### config.mk
export PLATFORM = sky130hd
export DESIGN_NAME = tcdm_stream_reg
export DESIGN_NICKNAME = d
export VERILOG_FILES = /design/src/logic/tcdm_stream_reg.sv
export SDC_FILE = /design/constraint.sdc
export NUM_CORES = 1
export LEC_CHECK = 0
export ABC_AREA = 0
export BUFFER_PORTS_ARGS = -buffer_cell sky130_fd_sc_hd__buf_2
export CORE_AREA = 5 5 42 44
export DETAILED_ROUTE_END_ITERATION = 8
export DIE_AREA = 0 0 47 49
export HOLD_SLACK_MARGIN = 0.02
export SKIP_LAST_GASP = 1
export SLEW_MARGIN = 20
export SYNTH_ARGS = -nofsm -noshare
export SYNTH_HDL_FRONTEND = slang
export SYNTH_SLANG_ARGS = --single-unit
### constraint.sdc
create_clock -name clk_i -period 1 [get_ports clk_i]
set_input_delay 0.1 -clock clk_i [delete_from_list [all_inputs] [get_ports clk_i]]
set_output_delay 0.1 -clock clk_i [all_outputs]
set_load 0.05 [all_outputs]
### src/logic/tcdm_stream_reg.sv
// Two-entry spill register for a valid/ready stream
// Ready towards the source depends on register state only

module tcdm_stream_reg #(
  parameter type payload_t = logic
) (
  input  logic     clk_i,
  input  logic     rst_n_i,
  input  logic     valid_i,
  output logic     ready_o,
  input  payload_t data_i,
  output logic     valid_o,
  input  logic     ready_i,
  output payload_t data_o
);

  payload_t a_data_q;
  payload_t b_data_q;
  logic     a_full_q;
  logic     b_full_q;
  logic     a_fill;
  logic     a_drain;
  logic     b_fill;
  logic     b_drain;

  // Entry A takes new items, entry B catches one when the sink stalls
  assign a_fill  = valid_i && ready_o;
  assign a_drain = a_full_q && !b_full_q;
  assign b_fill  = a_drain && !ready_i;
  assign b_drain = b_full_q && ready_i;

  always_ff @(posedge clk_i) begin
    if (!rst_n_i) begin
      a_full_q <= 1'b0;
      b_full_q <= 1'b0;
    end else begin
      if (a_fill) begin
        a_full_q <= 1'b1;
      end else if (a_drain) begin
        a_full_q <= 1'b0;
      end
      if (b_fill) begin
        b_full_q <= 1'b1;
      end else if (b_drain) begin
        b_full_q <= 1'b0;
      end
    end
  end

  always_ff @(posedge clk_i) begin
    if (a_fill) begin
      a_data_q <= data_i;
    end
    if (b_fill) begin
      b_data_q <= a_data_q;
    end
  end

  // Older item sits in B whenever B is full
  assign ready_o = !a_full_q || !b_full_q;
  assign valid_o = a_full_q || b_full_q;
  assign data_o  = b_full_q ? b_data_q : a_data_q;

  // Stalled output keeps its item
  assert property (@(posedge clk_i) disable iff (!rst_n_i)
    valid_o && !ready_i |=> valid_o && $stable(data_o));

endmodule

; ---- Yosys cells after proc, flatten, opt, wreduce, memory -nomap -nowiden
; Index checks and enable logic that the tools add are counted.
[totals]
mem_count = 0
input_bits = 5
rom_bits = 0
mem_bits_rw = 0
reg_bits = 4
latchBits = 0
out_inout_bits = 3
[op_classes]
mux = 5
addsub = 0
n_reduce_logical = 11
bitwise_logic = 0
n_eq_ne = 0
magnitude_cmp = 0
shifts = 0
n_div = 0
mul = 0
[ops]
columns = operator, n
row1 = $mux 1, 5
row2 = $logic_and 1x1->1, 4
row3 = $reduce_bool 2->1, 2
row4 = $logic_not 1->1, 3
row5 = $logic_or 1x1->1, 2

; ---- Logic depth before layout (Yosys ltp)
[depth]
ltp_word = 4
mapped_depth = 2
ltp_nobuf = 2

; ---- Worst setup path after synthesis
; OpenSTA, ideal clock, no wires.
[synth_path]
kind = register to register
startpoint = reg b_full_q
endpoint = reg a_data_q, enable pin
stages_incl_launch_ff = 3
setup_time_ns = 0.243
t_arrival_ns = 0.954
path_buffers = 0
period_less_slack_ns = 1.197
setup_slack_ns = -0.197
t_required_ns = 0.757
path_cell_list = dfxtp_1 nand2_1 and2_1
[synth_via]
elab_chain_len = 3
[synth_lines]
columns = element, line
row1 = "start, declared", 20  ; logic b_full_q;
row2 = "start signal, assigned", 35  ; b_full_q <= 1'b0;
row3 = "start signal, assigned", 43  ; b_full_q <= 1'b1;
row4 = "start signal, assigned", 45  ; b_full_q <= 1'b0;
row5 = $logic_not 1->1, 60  ; assign ready_o = !a_full_q || !b_full_q;
row6 = $logic_or 1x1->1, 60
row7 = via ready_o, 10  ; output logic ready_o,
row8 = $logic_and 1x1->1, 27  ; assign a_fill = valid_i && ready_o;
row9 = via a_fill, 21  ; logic a_fill;
row10 = "end signal, assigned", 52  ; a_data_q <= data_i;
row11 = "end, declared", 17  ; payload_t a_data_q;
; The timed path passes the listed nets, and every way through them passes these cells.
; A chain may end at the register's enable or synchronous reset.

; ---- Worst setup path after layout
[layout_path]
startpoint = reg a_data_q
endpoint = out data_o
[layout_via]
elab_chain_len = 1
[layout_lines]
columns = element, line
row1 = $mux 1, 62  ; assign data_o = b_full_q ? b_data_q : a_data_q;
row2 = "end, declared", 14  ; output payload_t data_o
; No other way between the ends.

==> results.toml <==
[worst_setup_path]
r2r.worst_path.cells = 3
worst-endpoint-required_ns = 0.90
worst_ep_arrival_time_ns = 1.05
r2r-end = "b_data_q"
setup.worst_path.class = "reg -> out"
r2r_slack_ns = -0.06
critical_path.startpoint_type = "flip-flop"
critical_path.endpoint_type = "output port"
critical_path.reg2reg.startpoint = "b_full_q"
worstPathMaxFanout = 2

[cts]
clk_path_buf_depth = 2
tritoncts = "done"
cts-buffers-inserted = 3
clock_sinks = 4
clock_tree.htree_level_count = 1
cts.root.buffer_cell = "clkbuf_4"
clock_latency_ns = 0.23
clkTransAtPathRegs_ns = 0.04

[sta]
grt_setup_unrepaired = "yes"
relSlewSlack_pct = 89.7
number_of_failing_setup_endpoints_in_the_final_timing_report = 5
clock_skew_ns = 0.00310
post-route-period-util_pct = 115
final.setup.worst_slack_ns = -0.150
max_clock_freq_mhz = 869
slew_viol_final = 0
worstMarginPinSlew_ns = 0.154
report.final.hold_viol_count = 0
final_critical_path_required_period_ns = 1.15

[power]
totalPowerFinal_w = 0.000489
max-vdd-ir-drop_uv = 517
power_density_nw_per_um2 = 1560
leakagePower_nw = 0.147

[logic_synthesis]
synth.area.top_cells = "edfxtp_1, dfxtp_1, mux2_2"
seq_area_frac_synth_pct = 64.5
post-synth-top-area-cell = "edfxtp_1"
average_instance_area_after_synthesis_um2 = 12.9
synth_seq_cells = 4
synthDistinctLibCells = 10
yosys_warnings = 0
synthesized_instance_count = 12
syn_area_um2 = 155
synth_top_area_share_pct = 38.7
synth_fp_nets = 17

[floorplanning]
design.core.area_um2 = 1400
die_y_um = 49
num_rows = 14
initial_utilization_pct = 11.1
die_area_um2 = 2300
dieWidth_um = 47
ios = 8

[routing]
route.final.wire_length_um = 399
drtIter0Drc = 0
detail_route.vias_per_cell = 3.29
post_drt_wl_per_cell_um = 9.50
detailroute.via_count = 138
drt_pre_antenna_iters = 1
number_of_nets_with_antenna_violations_after_detailed_routing = 0
drcViolationCount = 0

[placement]
port_buffers = 7
gp_routability_congestion = 0.622

[global_routing]
first_global_vias = 156
gr-usage-all-layers_pct = 4.02
largest_net_degree_at_the_start_of_global_routing = 5
grt_first_pass_wirelength_um = 593
grt_overflow_total = 0
antenna_found_initial = 0

[final_layout]
fin_util_pct = 22.4
finish.net_count = 32
final_common_cell = "buf_2"
layout_common_cells = "buf_2, clkbuf_4, buf_8"
synthToLayoutAreaGrowth_pct = 102
post_route_cells_drive_above_1_share_pct = 73.1
antenna-diode-count = 0

[worst_hold_path]
worstHoldEndpoint = "a_data_q"
hold_depth = 1
min_from = "data_i"
worst_hold_path_type = "in -> reg"

[flow_run]
timing.max_cap.violations = 0

[outcome]
failed_checks = "setup timing"
run_status = "complete, but fails checks"
[area by class of cell]
type | instances | area (µm²)
fillers | 167 | 1090
clock buffers | 4 | 26.3
flip-flops and latches | 4 | 103
repair buffers | 10 | 91.3
multi-input cells | 8 | 73.8
well taps | 16 | 20.0
[cells in the mapped netlist]
| library cell | number |
|---|---|
| nor2b_1 | 1 |
| nor3b_1 | 1 |
| edfxtp_1 | 2 |
| a21oi_1 | 1 |
| and3b_1 | 1 |
| mux2_2 | 1 |
| nand2_1 | 1 |
| dfxtp_1 | 2 |
| or2_1 | 1 |
| and2_1 | 1 |
[kinds of logic (layout without fill, tap and decap cells)]
| kind of cell | count (synthesis) | count (layout) | share of synthesized area, % |
|---|---|---|---|
| compound gates | 1 | 1 | 3.22 |
| buf+inv | 0 | 14 | 0 |
| flops | 4 | 4 | 64.5 |
| mux | 1 | 1 | 7.26 |
| simple gates | 6 | 6 | 25.0 |
[layer usage]
metal	global-route usage, %	vias to the layer above	wire length [µm]
met4	6.91	0	0
met2	4.30	8	183
met1	3.98	61	163
met5	0	-	0
met3	1.85	0	52
li1	-	69	-
[registers in the layout (all words and copies together), names as in the netlist]
name	flops
a_data_q	1
a_full_q	1
b_data_q	1
b_full_q	1
[worst max-delay path: stages (launching register included)]
cell and delay, ns:
edfxtp_1 0.37, mux2_4 0.29, buf_8 0.15
[power by group]
group | internal (W) | switching, W | leakage, nW
clock network | 0.000150 | 0.0000674 | 0.0150
logic | 0.0000423 | 0.0000408 | 0.0958
registers | 0.000182 | 0.00000627 | 0.0361
total | 0.000374 | 0.000115 | 0.147
[metrics by stage]
step | hold slack (ns) | area, µm² | cells | TNS, ns | setup WS (ns)
floorplan | 0.199 | 160 | 12 | -0.0460 | -0.0460
global placement | 0.278 | 223 | 36 | 0 | 0.00863
detailed placement | 0.278 | 223 | 36 | -0.00715 | -0.00715
CTS | 0.0272 | 295 | 40 | -0.268 | -0.167
global route | 0.0290 | 314 | 42 | -0.565 | -0.183
finish | 0.0392 | 314 | 42 | -0.419 | -0.150
[how the worst max path moves through the flow]
| stage | from | endpoint | slack (ns) |
|---|---|---|---|
| finish | a_data_q | data_o | -0.15 |
| global route | a_data_q | data_o | -0.18 |
| CTS | a_data_q | data_o | -0.17 |
| detailed placement | b_full_q | b_data_q | -0.007 |
| global placement | b_full_q | data_o | 0.009 |
| floorplan | b_full_q | a_data_q | -0.05 |
[repair_timing]
action / in CTS / in global routing
buffers inserted: 0 / 2
resized for setup: 14 / 1
hold buffers: 0 / 0
pin swaps: 1 / 0
setup endpoints to repair: 4 / 3
(Power assumes the default switching activity.)
