File: src/logic/tcdm_tile_settings.svh
// Sizes of the tile data memory system
// Cores, banks, rows per bank and the widths derived from them

`ifndef TCDM_TILE_SETTINGS_SVH
`define TCDM_TILE_SETTINGS_SVH

// Core request ports and word-interleaved banks
`define TCDM_NUM_CORES   4
`define TCDM_NUM_BANKS   8
`define TCDM_BANK_ROWS   64

// Word and id widths
`define TCDM_DATA_W      32
`define TCDM_META_ID_W   3

// Byte address layout, offset then bank then row
`define TCDM_BYTE_OFFSET 2
`define TCDM_ADDR_W \
  (`TCDM_BYTE_OFFSET + $clog2(`TCDM_NUM_BANKS) + $clog2(`TCDM_BANK_ROWS))

`endif

File: src/logic/tcdm_pkg.sv
// Shared types of the tile data memory
// Index and word types, bank request and response records

`include "tcdm_tile_settings.svh"

package tcdm_pkg;

  typedef logic [$clog2(`TCDM_NUM_CORES)-1:0] core_idx_t;
  typedef logic [$clog2(`TCDM_NUM_BANKS)-1:0] bank_idx_t;
  typedef logic [$clog2(`TCDM_BANK_ROWS)-1:0] row_t;
  typedef logic [`TCDM_ADDR_W-1:0]            tcdm_addr_t;
  typedef logic [`TCDM_DATA_W-1:0]            data_t;
  typedef logic [`TCDM_DATA_W/8-1:0]          strb_t;
  typedef logic [`TCDM_META_ID_W-1:0]         meta_id_t;

  // Request as seen by one bank
  typedef struct packed {
    row_t      row;
    logic      write;
    data_t     wdata;
    strb_t     be;
    core_idx_t ini;
    meta_id_t  id;
  } bank_req_t;

  // Read response, routed back to the core named by ini
  typedef struct packed {
    core_idx_t ini;
    meta_id_t  id;
    data_t     rdata;
  } bank_resp_t;

endpackage

File: src/logic/tcdm_bank.sv
// Single-port SRAM bank with byte-enable writes
// Read data leaves as a held response carrying ini and id

`include "tcdm_tile_settings.svh"

module tcdm_bank (
  input  logic                 clk_i,
  input  logic                 rst_n_i,
  input  logic                 req_valid_i,
  output logic                 req_ready_o,
  input  tcdm_pkg::bank_req_t  req_i,
  output logic                 resp_valid_o,
  input  logic                 resp_ready_i,
  output tcdm_pkg::bank_resp_t resp_o
);

  import tcdm_pkg::*;

  data_t      mem_q [`TCDM_BANK_ROWS];
  bank_resp_t resp_q;
  logic       resp_valid_q;
  logic       req_fire;

  // Free unless a read response is waiting and not leaving
  assign req_ready_o = !resp_valid_q || resp_ready_i;
  assign req_fire    = req_valid_i && req_ready_o;

  always_ff @(posedge clk_i) begin
    if (req_fire && req_i.write) begin
      for (int unsigned i = 0; i < `TCDM_DATA_W / 8; i++) begin
        if (req_i.be[i]) begin
          mem_q[req_i.row][8*i +: 8] <= req_i.wdata[8*i +: 8];
        end
      end
    end
  end

  always_ff @(posedge clk_i) begin
    if (req_fire && !req_i.write) begin
      resp_q <= '{ini: req_i.ini, id: req_i.id, rdata: mem_q[req_i.row]};
    end
  end

  // Writes produce no response
  always_ff @(posedge clk_i) begin
    if (!rst_n_i) begin
      resp_valid_q <= 1'b0;
    end else if (req_fire) begin
      resp_valid_q <= !req_i.write;
    end else if (resp_ready_i) begin
      resp_valid_q <= 1'b0;
    end
  end

  assign resp_valid_o = resp_valid_q;
  assign resp_o       = resp_q;

  // A stalled response stays valid and unchanged
  assert property (@(posedge clk_i) disable iff (!rst_n_i)
    resp_valid_o && !resp_ready_i |=> resp_valid_o && $stable(resp_o));

endmodule

File: config.mk
export PLATFORM = sky130hd
export DESIGN_NAME = tcdm_bank
export DESIGN_NICKNAME = d
export VERILOG_FILES = /design/src/logic/tcdm_pkg.sv /design/src/logic/tcdm_bank.sv
export VERILOG_INCLUDE_DIRS = /design/src /design/src/logic
export SDC_FILE = /design/constraint.sdc
export NUM_CORES = 2
export LEC_CHECK = 0
export ABC_CLOCK_PERIOD_IN_PS = 3500
export BUFFER_PORTS_ARGS = -buffer_cell sky130_fd_sc_hd__buf_4
export CORE_AREA = 2 2 569 288
export CTS_CLUSTER_SIZE = 20
export DETAILED_ROUTE_END_ITERATION = 8
export DIE_AREA = 0 0 571 290
export PLACE_DENSITY = 0.62
export RECOVER_POWER = 50
export SYNTH_ARGS = -nofsm -noshare
export SYNTH_HDL_FRONTEND = slang
export SYNTH_SLANG_ARGS = --single-unit
File: constraint.sdc
create_clock -name clk_i -period 3.5 [get_ports clk_i]
set_input_delay 0.525 -clock clk_i [delete_from_list [all_inputs] [get_ports clk_i]]
set_output_delay 0.525 -clock clk_i [all_outputs]
set_load 0.005 [all_outputs]
# Yosys cells after proc, flatten, opt, wreduce, memory -nomap -nowiden
# Memory sizes are Yosys's and may differ from the RTL's. A register that Yosys moved wholly into a read port is not among the register bits.
# Index checks and enable logic that the tools add are counted.
dict set report word_totals {
  regBits 6
  mem_bits_rw 2048
  input_bits 52
  output_inout_bits 39
  elab_cells 25
  mem_count 1
}
# name depth width rd rd_ports_with_merged_regs wr line
set memory_table {}
lappend memory_table {mem_q 64 32 1 1 1 tcdm_bank.sv:19} ;# data_t mem_q [`TCDM_BANK_ROWS];
dict set report classes {
  mux 14
  n_reduce_logical 7
}
# cell n
set op_table {}
lappend op_table {{1-bit 2-to-1 mux} 14}
lappend op_table {{1-bit logical AND} 3}
lappend op_table {{1-bit zero test} 2}
lappend op_table {{2-bit nonzero test} 1}
lappend op_table {{1-bit logical OR} 1}

# Depth between registers and ports, before layout
dict set report logic_depth {
  depth_word 6
  depth_mapped 12
  mapped_depth_nobuf 6
}

# Worst setup path before layout
# Ideal clock, no wire load.
dict set report synth_timing {
  path_type {in2reg}
  startpoint {input resp_ready_i}
  endpoint {register, netlist name resp_o[0]}
  setup_time_ns 0.433
  arrival_time_ns 2.308
  required_time_ns 3.067
  slack_ns 0.759
  cell_stages 4
  path_buffers 0
  path_cell_list {nor2b_1 inv_1 nand2_1 nor2_1}
}
dict set report synth_via {
  elab_chain_cells 3
}
# element line
set synth_rtl {}
lappend synth_rtl {{from (decl)} tcdm_bank.sv:13} ;# input logic resp_ready_i,
lappend synth_rtl {{1-bit logical OR} tcdm_bank.sv:25} ;# assign req_ready_o = !resp_valid_q || resp_ready_i;
lappend synth_rtl {{net req_ready_o} tcdm_bank.sv:10} ;# output logic req_ready_o,
lappend synth_rtl {{1-bit logical AND} tcdm_bank.sv:26} ;# assign req_fire = req_valid_i && req_ready_o;
lappend synth_rtl {{1-bit logical AND} tcdm_bank.sv:39} ;# if (req_fire && !req_i.write) begin
# The timed path passes the listed nets, and every way through them passes these cells.
# A chain may end at the register's enable or synchronous reset.

==> flow_summary.yaml <==
final_layout:
  area_delta_synth_final_pct: 15.47
  drive_gt1_share_pct: 18.72
  multi_input_comb_area_mm2: 0.01591
  fin_util_pct: 57.68
  n_fill_cell: 12050
  seq_area_mm2: 0.06263
  fin_cells: 7499
  stdcell_area_mm2: 0.09239
  nets: 5229
synthesis:
  synth-edff-count: 2085
  syn-cell-area_mm2: 0.08001
  synth_top_cell_by_area: "edfxtp_1"
  yosysMostFrequentCell: "edfxtp_1"
  ys_seq_area_share_pct: 78.28
  synthTopCellsByArea: "edfxtp_1, a22oi_1, mux2i_1, a221oi_1, nor2_1"
  ys_warn_count: 0
  yosysUniqueCellTypes: 60
  synthesis.nets: 4759
  synthFlopType: "edfxtp_1"
  synth_seq_cells: 2086
  synthArstFlopShare_pct: 0
  synth_common_cells: "edfxtp_1, a22oi_1, nor2_1"
  synth_top_area_share_pct: 78.26
  syn_inst: 4707
  avgSynthCellArea_um2: 17.00
placement:
  hpwl_um: 170000
  numPortBuffers: 90
  place_ws_ps: -371.3
  dp.cells: 7162
  gp_routability_congestion: 0.9339
  place_area_mm2: 0.08672
hold_path:
  min_from: "req_i[4]"
  hold_path_depth: 2
  hold_path.class: "input port to register"
  holdPathEnd: "resp_o[36]"
setup_path:
  critPathLaunchType: "input port"
  end_kind: "register"
  worstPathRequired_ps: 4050
  r2r_slack_ps: 740
  reg2reg_depth: 7
  path_class: "input port to register"
  regToRegEndpoint: "mem_q[63][29]"
  timing.rr.start: "resp_valid_o"
  critPathMaxFanout: 69
  critPathArrivalTime_ps: 3690
sta:
  drv_slew: 2119
  setup_viol: 0
  tns_ps: 0
  slew_headroom_pct: -137.6
  min_period_ps: 3143
  fmax_ghz: 0.3182
  rsz0062_at_grt: "no"
  timing.hold.ws_ps: 458.6
  tightest_slew_ps: 3563
  fin_crit_sh_pct: 89.80
  skew_ps: 30.25
  final_hold_viol_count: 0
  worst_slack_ps: 357.0
routing:
  top_layer_used: "met5"
  wl_per_cell_um: 34.36
  drt_pass1_iterations: 6
  ant_nets: 0
  wl_met3_um: 35860
  vias_per_cell: 6.621
  drt_iter0_drc: 8012
  drt-total-wl_um: 257600
  routedLengthMet1_um: 100600
  drc: 0
  vias: 49650
  met2WireLength_um: 112800
power:
  leakagePower_nw: 29.78
  ir_drop_uv: 389.7
  powerDensity_mw_per_mm2: 546.2
  power.total_mw: 50.46
clock_tree:
  cts_buffers: 179
  clk_path_buf_depth: 3
  cts_sinks: 2086
  tritoncts: "done"
  clk_pin_slew_ps: 60
  clock_latency_ps: 820
  cts_max_level: 4
  clockRootBuffer: "clkbuf_16"
  cts_resized: 0
run:
  drv_cap: 33
global_routing:
  grt_max_degree: 74
  track_usage_pct: 30.83
  grt_overflow: 0
  grt_pass1_wl_um: 359500
  grt_pass1_vias: 47420
  antenna_found_initial: 20
floorplan:
  die_h_um: 290
  rows: 104
  die_area_mm2: 0.1656
  die_w_um: 571
  ioPinCount: 91
  core_mm2: 0.1602
  start_util_pct: 49.95
outcome:
  outcome: "finished with violations"
  failed_checks: "max-capacitance violations, max-slew violations"
[timing repair]
action / in CTS / in global routing
setup buffers: 0 / 0
endpoints found under the setup margin: 0 / 0
endpoints found under the hold margin: 6 / 0
hold buffers: 7 / 0
[layer usage]
layer,vias to the layer above,track usage (%)
met3,453,10.92
li1,20220,-
met2,3520,45.06
met4,18,9.455
met5,-,0
met1,25440,43.44
[cell usage in the layout, fill, tap and decap left out, drive strengths merged, types with 16 or more instances in the layout]
cell type,instances
nor3,19
edfxtp,2085
bufinv,17
a22oi,457
mux4,16
nor2,417
nand2,124
a21oi,111
clkbuf,268
o21ai,71
o22ai,183
or4,27
mux2,79
a22o,71
buf,594
o22a,29
clkinv,75
a211oi,28
nand4,18
a221oi,181
a31oi,41
mux2i,207
a221o,29
[power by group]
group	internal, mW	switching, mW
registers	27.6	0.0679
logic	0.859	2.03
clock network	10.9	8.98
[critical path, stage by stage]
cell and delay (ps):
buf_8 370, nor2_4 310, buf_12 290, a22oi_1 300
o22ai_1 140, or4_1 550, nor4_1 710, buf_4 250
nand4_1 100
[cells by family (layout without fill, tap and decap cells)]
group / count (synthesis) / after routing / synth area share [%]
flip-flops: 2086 / 2086 / 78.28
AND/OR/NAND/NOR: 706 / 706 / 4.039
buffers and inverters: 363 / 972 / 2.036
other: 0 / 10 / 0
multiplexers: 302 / 302 / 4.152
AO/OA/AOI/OAI: 1250 / 1250 / 11.49
[registers in the layout (all words and copies together) (netlist names)]
| signal | cells |
|---|---|
| mem_q | 2048 |
| resp_o | 37 |
| resp_valid_o | 1 |
[worst max path at each step]
stage | slack, ps | depth (start not counted) | startpoint | to
2_1_floorplan | 760 | 4 | resp_ready_i | resp_o[0]
3_3_place_gp | -310 | 9 | req_i[42] | resp_o[8]
3_5_place_dp | -370 | 9 | req_i[44] | resp_o[8]
4_1_cts | 500 | 9 | req_i[44] | resp_o[8]
5_1_grt | 260 | 1 | req_i[35] | mem_q[37][26]
6_report | 360 | 9 | req_i[44] | resp_o[8]
[cell type report]
type | instances | share of cell area [%]
sequential | 2086 | 67.79
multi-input combinational | 2258 | 17.22
timing repair buffer | 648 | 5.809
clock buffer | 221 | 5.145
tap | 2173 | 2.943
clock inverter | 99 | 1.050
antenna | 10 | 0.02709
inverter | 4 | 0.02031
No activity file was read; power rests on OpenSTA's default activity.
