<file path="src/logic/tcdm_tile_settings.svh">
// Sizes of the tile data memory system
// Cores, banks, rows per bank and the widths derived from them

`ifndef TCDM_TILE_SETTINGS_SVH
`define TCDM_TILE_SETTINGS_SVH

// Core request ports and word-interleaved banks
`define TCDM_NUM_CORES   4
`define TCDM_NUM_BANKS   8
`define TCDM_BANK_ROWS   64

// Word and id widths
`define TCDM_DATA_W      32
`define TCDM_META_ID_W   3

// Byte address layout, offset then bank then row
`define TCDM_BYTE_OFFSET 2
`define TCDM_ADDR_W \
  (`TCDM_BYTE_OFFSET + $clog2(`TCDM_NUM_BANKS) + $clog2(`TCDM_BANK_ROWS))

`endif

</file>
<file path="src/logic/tcdm_pkg.sv">
// Shared types of the tile data memory
// Index and word types, bank request and response records

`include "tcdm_tile_settings.svh"

package tcdm_pkg;

  typedef logic [$clog2(`TCDM_NUM_CORES)-1:0] core_idx_t;
  typedef logic [$clog2(`TCDM_NUM_BANKS)-1:0] bank_idx_t;
  typedef logic [$clog2(`TCDM_BANK_ROWS)-1:0] row_t;
  typedef logic [`TCDM_ADDR_W-1:0]            tcdm_addr_t;
  typedef logic [`TCDM_DATA_W-1:0]            data_t;
  typedef logic [`TCDM_DATA_W/8-1:0]          strb_t;
  typedef logic [`TCDM_META_ID_W-1:0]         meta_id_t;

  // Request as seen by one bank
  typedef struct packed {
    row_t      row;
    logic      write;
    data_t     wdata;
    strb_t     be;
    core_idx_t ini;
    meta_id_t  id;
  } bank_req_t;

  // Read response, routed back to the core named by ini
  typedef struct packed {
    core_idx_t ini;
    meta_id_t  id;
    data_t     rdata;
  } bank_resp_t;

endpackage

</file>
<file path="src/logic/tcdm_req_xbar.sv">
// Request crossbar from the core ports to the banks
// Bank decode, request packing and per-bank round-robin arbitration

`include "tcdm_tile_settings.svh"

module tcdm_req_xbar (
  input  logic                                         clk_i,
  input  logic                                         rst_n_i,
  input  logic                 [`TCDM_NUM_CORES-1:0]   core_req_valid_i,
  input  tcdm_pkg::tcdm_addr_t [`TCDM_NUM_CORES-1:0]   core_req_addr_i,
  input  logic                 [`TCDM_NUM_CORES-1:0]   core_req_write_i,
  input  tcdm_pkg::data_t      [`TCDM_NUM_CORES-1:0]   core_req_wdata_i,
  input  tcdm_pkg::strb_t      [`TCDM_NUM_CORES-1:0]   core_req_be_i,
  input  tcdm_pkg::meta_id_t   [`TCDM_NUM_CORES-1:0]   core_req_id_i,
  output logic                 [`TCDM_NUM_CORES-1:0]   core_req_ready_o,
  output logic                 [`TCDM_NUM_BANKS-1:0]   bank_valid_o,
  output tcdm_pkg::bank_req_t  [`TCDM_NUM_BANKS-1:0]   bank_req_o,
  input  logic                 [`TCDM_NUM_BANKS-1:0]   bank_ready_i
);

  import tcdm_pkg::*;

  localparam int unsigned BankLsb = `TCDM_BYTE_OFFSET;
  localparam int unsigned RowLsb  = BankLsb + $bits(bank_idx_t);

  bank_idx_t [`TCDM_NUM_CORES-1:0]                      tgt_bank;
  bank_req_t [`TCDM_NUM_CORES-1:0]                      core_req;
  logic      [`TCDM_NUM_BANKS-1:0][`TCDM_NUM_CORES-1:0] bank_grant;

  for (genvar c = 0; c < `TCDM_NUM_CORES; c++) begin : gen_core_decode
    assign tgt_bank[c] = core_req_addr_i[c][BankLsb +: $bits(bank_idx_t)];
    assign core_req[c] = '{
      row:   core_req_addr_i[c][RowLsb +: $bits(row_t)],
      write: core_req_write_i[c],
      wdata: core_req_wdata_i[c],
      be:    core_req_be_i[c],
      ini:   core_idx_t'(c),
      id:    core_req_id_i[c]
    };
    // Ready only through the grant of the targeted bank
    assign core_req_ready_o[c] = bank_grant[tgt_bank[c]][c] && bank_ready_i[tgt_bank[c]];
  end

  for (genvar b = 0; b < `TCDM_NUM_BANKS; b++) begin : gen_bank_arb
    logic      [`TCDM_NUM_CORES-1:0] hit;
    logic      [`TCDM_NUM_CORES-1:0] grant;
    core_idx_t                       rr_q;
    core_idx_t                       win;

    for (genvar c = 0; c < `TCDM_NUM_CORES; c++) begin : gen_hit
      assign hit[c] = core_req_valid_i[c] && (tgt_bank[c] == bank_idx_t'(b));
    end

    // First requester at or after the pointer wins
    always_comb begin
      core_idx_t idx;
      logic      found;
      grant = '0;
      win   = rr_q;
      found = 1'b0;
      for (int unsigned i = 0; i < `TCDM_NUM_CORES; i++) begin
        idx = core_idx_t'(rr_q + i);
        if (hit[idx] && !found) begin
          grant[idx] = 1'b1;
          win        = idx;
          found      = 1'b1;
        end
      end
    end

    assign bank_grant[b]   = grant;
    assign bank_valid_o[b] = |grant;
    assign bank_req_o[b]   = core_req[win];

    // Pointer moves past the winner on a transfer only
    always_ff @(posedge clk_i) begin
      if (!rst_n_i) begin
        rr_q <= '0;
      end else if (bank_valid_o[b] && bank_ready_i[b]) begin
        rr_q <= core_idx_t'(win + 1'b1);
      end
    end

    // One grant per bank, and at most one of its requesters sees ready
    assert property (@(posedge clk_i) disable iff (!rst_n_i)
      $onehot0(grant) && $onehot0(hit & core_req_ready_o));
  end

endmodule

</file>
<file path="config.mk">
export PLATFORM = sky130hd
export DESIGN_NAME = tcdm_req_xbar
export DESIGN_NICKNAME = d
export VERILOG_FILES = /design/src/logic/tcdm_pkg.sv /design/src/logic/tcdm_req_xbar.sv
export VERILOG_INCLUDE_DIRS = /design/src /design/src/logic
export SDC_FILE = /design/constraint.sdc
export NUM_CORES = 1
export LEC_CHECK = 0
export ABC_AREA = 0
export BUFFER_PORTS_ARGS = -buffer_cell sky130_fd_sc_hd__buf_4
export CAP_MARGIN = 20
export CORE_AREA = 2 2 238 240
export DETAILED_ROUTE_END_ITERATION = 7
export DIE_AREA = 0 0 240 242
export PLACE_DENSITY = 0.58
export REMOVE_ABC_BUFFERS = 1
export SYNTH_ARGS = -nofsm -noshare
export SYNTH_HDL_FRONTEND = slang
export SYNTH_SLANG_ARGS = --single-unit
</file>
<file path="constraint.sdc">
create_clock -name clk_i -period 10.3 [get_ports clk_i]
set_input_delay 1.03 -clock clk_i [delete_from_list [all_inputs] [get_ports clk_i]]
set_output_delay 1.03 -clock clk_i [all_outputs]
set_load 0.03 [all_outputs]
</file>
# Yosys cells after proc, flatten, opt, wreduce, memory -nomap -nowiden
# Cells that the tools add are included.
# totals
ff_bits,16
word_cells,544
# classes
add_sub_neg,32
n_lt_le_gt_ge,76
n_eq_ne,28
mux,240
n_bitwise,24
n_reduce_logical,136
# op_table
operator,n
binary-select mux 48 bit (select 2 bit),8
two-way mux 48 bit,8
two-way mux 4 bit,33
"less-than comparator 2 x 3 -> 1 bit, second input constant",40
logical AND 1 bit,100
bitwise OR 4 bit,24
two-way mux 1 bit,93
binary-select mux 1 bit (select 2 bit),32
demux 1 bit (select 2 bit),32
"greater-or-equal comparator 2 x 1 -> 1 bit, second input constant",32
two-way mux 2 bit,25
binary-select mux 4 bit (select 3 bit),4
"== test 3 bit, second input constant",16
"adder 2 x 1 -> 2 bit, second input constant",16
"adder 2 bit, second input constant",16
OR reduction 4 bit,8
"== test 3 x 2 -> 1 bit, second input constant",8
zero test 1 bit,24
"less-than comparator 3 x 4 -> 1 bit, second input constant",4
binary-select mux 1 bit (select 3 bit),4
"== test 3 x 1 -> 1 bit, second input constant",4
zero test 3 bit,4
two-way mux 3 bit,1

# Logic depth before layout (Yosys ltp)
# logic_depth
depth_word,17
ltp_mapped,15
depth_no_buf,10

# Worst setup path after synthesis
# OpenSTA, ideal clock, no wires.
# synth_path
kind,input-to-output
start,input core_req_addr_i[15] (netlist bit)
end,output bank_req_o[183] (netlist bit)
arrival_ps,3983
slack_ps,5287
path_stages,11
path_cell_list,clkbuf_1 > buf_2 > and4b_1 > mux4_2 > nand2_1 > nand3_1 > xnor2_2 > buf_4 > clkbuf_1 > a211oi_1 > a21oi_1
# synth_lines
element,line,source
from (decl),tcdm_req_xbar.sv:10,"input tcdm_pkg::tcdm_addr_t [`TCDM_NUM_CORES-1:0] core_req_addr_i,"
to (decl),tcdm_req_xbar.sv:17,"output tcdm_pkg::bank_req_t [`TCDM_NUM_BANKS-1:0] bank_req_o,"

==> results.cfg <==
[run_status]
status = complete, no violations

[cts]
htree_levels = 1
root_buffer = clkbuf_16
cts_tree = done
clk_pin_slew_ps = 60
post_cts_buffers = 0
cts_sinks = 16
clock_latency_ps = 270
cts_max_path_buffers = 2
hold_buffers = 0
cts_buffers = 3
post_cts_resized = 0

[hold_path]
hold_class = reg -> reg
min_path_cells = 2

[cells_and_area]
reg_top3 = gen_bank_arb.rr_q x16
fin_cells = 2775
n_fill_cell = 5625
final_common_cell = buf_4
regMostFlops = gen_bank_arb.rr_q
mostFrequentLayoutCells = 629 x buf_4, 301 x mux4_2, 146 x nand2_1, 110 x a211oi_1, 86 x a21oi_1
drive_gt1_share_pct = 48.1
syn_to_final_growth_pct = 34.3
final_nets = 2278
largest_reg_flops = 16

[worst_setup_path]
startpoint_type = flop
worst-r2r-cell-count = 11
critPathRequiredTime_ps = 9270
critPathMaxFanout = 36
worst_ep_arrival_time_ps = 5480
cp-end-kind = primary output
crit_type = reg -> out

[floorplan]
die_w_um = 240
start_util_pct = 26.7
ios = 614
die_area_um2 = 58100
fp.dieH_um = 242
fp-row-count = 87
core_area_um2 = 55700

[logic_synthesis]
synthAdderAreaFrac_pct = 4.03
ys_seq_area_share_pct = 2.15
synthXorXnorAreaFrac_pct = 1.17
synth_top_family_by_area = multiplexers
synth_cell_types = 76
async_reset_ff_share_pct = 0
synthCells = 1544
synth_mux_area_share_pct = 48.9
synth_compound_area_share_pct = 18.2
synth_simple_gate_area_share_pct = 18.9
mappedNetlistArea_um2 = 14900
ys.warnings.count = 0
ys_seq_elements = 16
ys.flop_type = dfxtp_1
synth_edf_count = 0
synth_area_per_cell_um2 = 9.65

[route]
routed_wl_um = 80400
drt_iter0_drc = 1943
vias = 17693
drt_first_pass_iters = 6
viasPerCell = 6.38
drc_errors = 0
ant_nets = 0
wl_per_cell_um = 29.0

[grt]
grt_pass1_wl_um = 116000
grt.total_usage_pct = 26.4
first_global_vias = 16703
grt.overflow.total = 0
grt_max_degree = 78
antenna_found_initial = 26

[sta]
fmaxAchievable_mhz = 154
skew_ps = 1.83
setup_viol = 0
post-route-period-util_pct = 63.2
rsz0062_at_grt = false
final.setup.tns_ps = 0
tightest_slew_ps = 1090
min_period_ps = 6510
slew_headroom_pct = 27.1
slew_viol_final = 0
hold_viol_final = 0

[run]
drv_cap = 0

[placed_design]
place_congestion = 0.910
dp_hpwl_um = 58600
dp.cells = 2760
numPortBuffers = 605

[power]
power.leakage_nw = 7.53
powerDensity_nw_per_um2 = 410
ir_worst_vdd_mv = 0.228
==> report_power, final <==
part           internal, W  switching (W)
Sequential       0.0000814      0.0000570
Combinational      0.00303        0.00494
Clock            0.0000596      0.0000371
==> cell type report <==
type	instances	area, um2	share of cell area [%]
Inverter	38	144	0.719
Multi-Input combinational cell	1321	13700	68.6
Timing Repair Buffer	632	4760	23.8
Tap cell	756	946	4.73
Sequential cell	16	320	1.60
Antenna cell	8	20.0	0.100
Clock buffer	4	88.8	0.444
==> logic make-up after synthesis <==
group                      Yosys count
AOI/OAI and AO/OA                  404
xor gates and xnor gates            19
adders and majority gates           48
buffers and inverters              207
DFF                                 16
muxes                              352
and+or+nand+nor                    498
==> Yosys cell counts, drive strengths merged, types with 5 or more instances <==
cell type	number	area [um2]
nor4bb	8	80.1
mux2i	51	510
inv	31	116
nor2	44	165
nand4	18	113
nand4b	22	193
clkbuf	53	199
a2111oi	7	63.8
a211oi	111	838
buf	116	654
o22a	8	70.1
o22ai	13	81.3
nand2	146	548
o221ai	5	43.8
a21oi	86	430
o21ai	37	189
mux4	301	6780
nor2b	48	300
a31oi	76	475
nor3	28	140
nor4b	6	52.6
nand4bb	7	78.8
or3	7	43.8
dfxtp	16	320
and2	50	313
xnor2	14	130
clkinv	7	26.3
o31ai	12	90.1
nand3	40	200
nand2b	14	87.6
ha	48	601
o211ai	10	75.1
or2	6	37.5
a311oi	5	43.8
and4b	12	120
xor2	5	43.8
nor4	16	100
==> final timing paths <==
path                                                      startpoint                                   end  slack [ps]
worst min register to register  gen_bank_arb[4].rr_q[1]$_SDFFE_PN0P_  gen_bank_arb[4].rr_q[1]$_SDFFE_PN0P_         640
worst max-delay path            gen_bank_arb[6].rr_q[0]$_SDFFE_PN0P_                       bank_req_o[328]        3790
worst max register to register  gen_bank_arb[6].rr_q[0]$_SDFFE_PN0P_  gen_bank_arb[6].rr_q[1]$_SDFFE_PN0P_        5570
worst min-delay path            gen_bank_arb[4].rr_q[1]$_SDFFE_PN0P_  gen_bank_arb[4].rr_q[1]$_SDFFE_PN0P_         640
==> through the flow <==
stage	setup WS [ps]	power (W)	utilization, %	cell area [um2]	hold slack [ps]
global placement	3950	0.00802	35.6	19900	612
detailed placement	3920	0.00805	35.6	19900	627
finish	3790	0.00821	35.9	20000	640
CTS	3810	0.00817	35.8	20000	636
global route	3420	0.00853	35.9	20000	668
floorplan	1470	0.00539	-	14100	553
==> per-layer routing <==
| layer | wire length, um | share of wire (%) | up-vias | global-route usage [%] |
|---|---|---|---|---|
| met3 | 9920 | 12 | 210 | 8.56 |
| met4 | 2770 | 3.4 | 32 | 8.88 |
| met1 | 30700 | 38 | 8823 | 34.0 |
| met5 | 187 | 0.23 | - | 0 |
| li1 | - | - | 7377 | - |
| met2 | 36900 | 46 | 1251 | 41.5 |
==> worst max-delay path, cell delays in order, from the launching register on <==
cell and delay [ps]:
dfxtp_1 600, clkinv_1 440, ha_1 580, nand2b_1 180, o22ai_1 260, o211ai_1 290
nand3_1 150, a31oi_4 880, buf_4 860, mux4_2 700, buf_4 210
No activity file was read; power rests on OpenSTA's default activity.
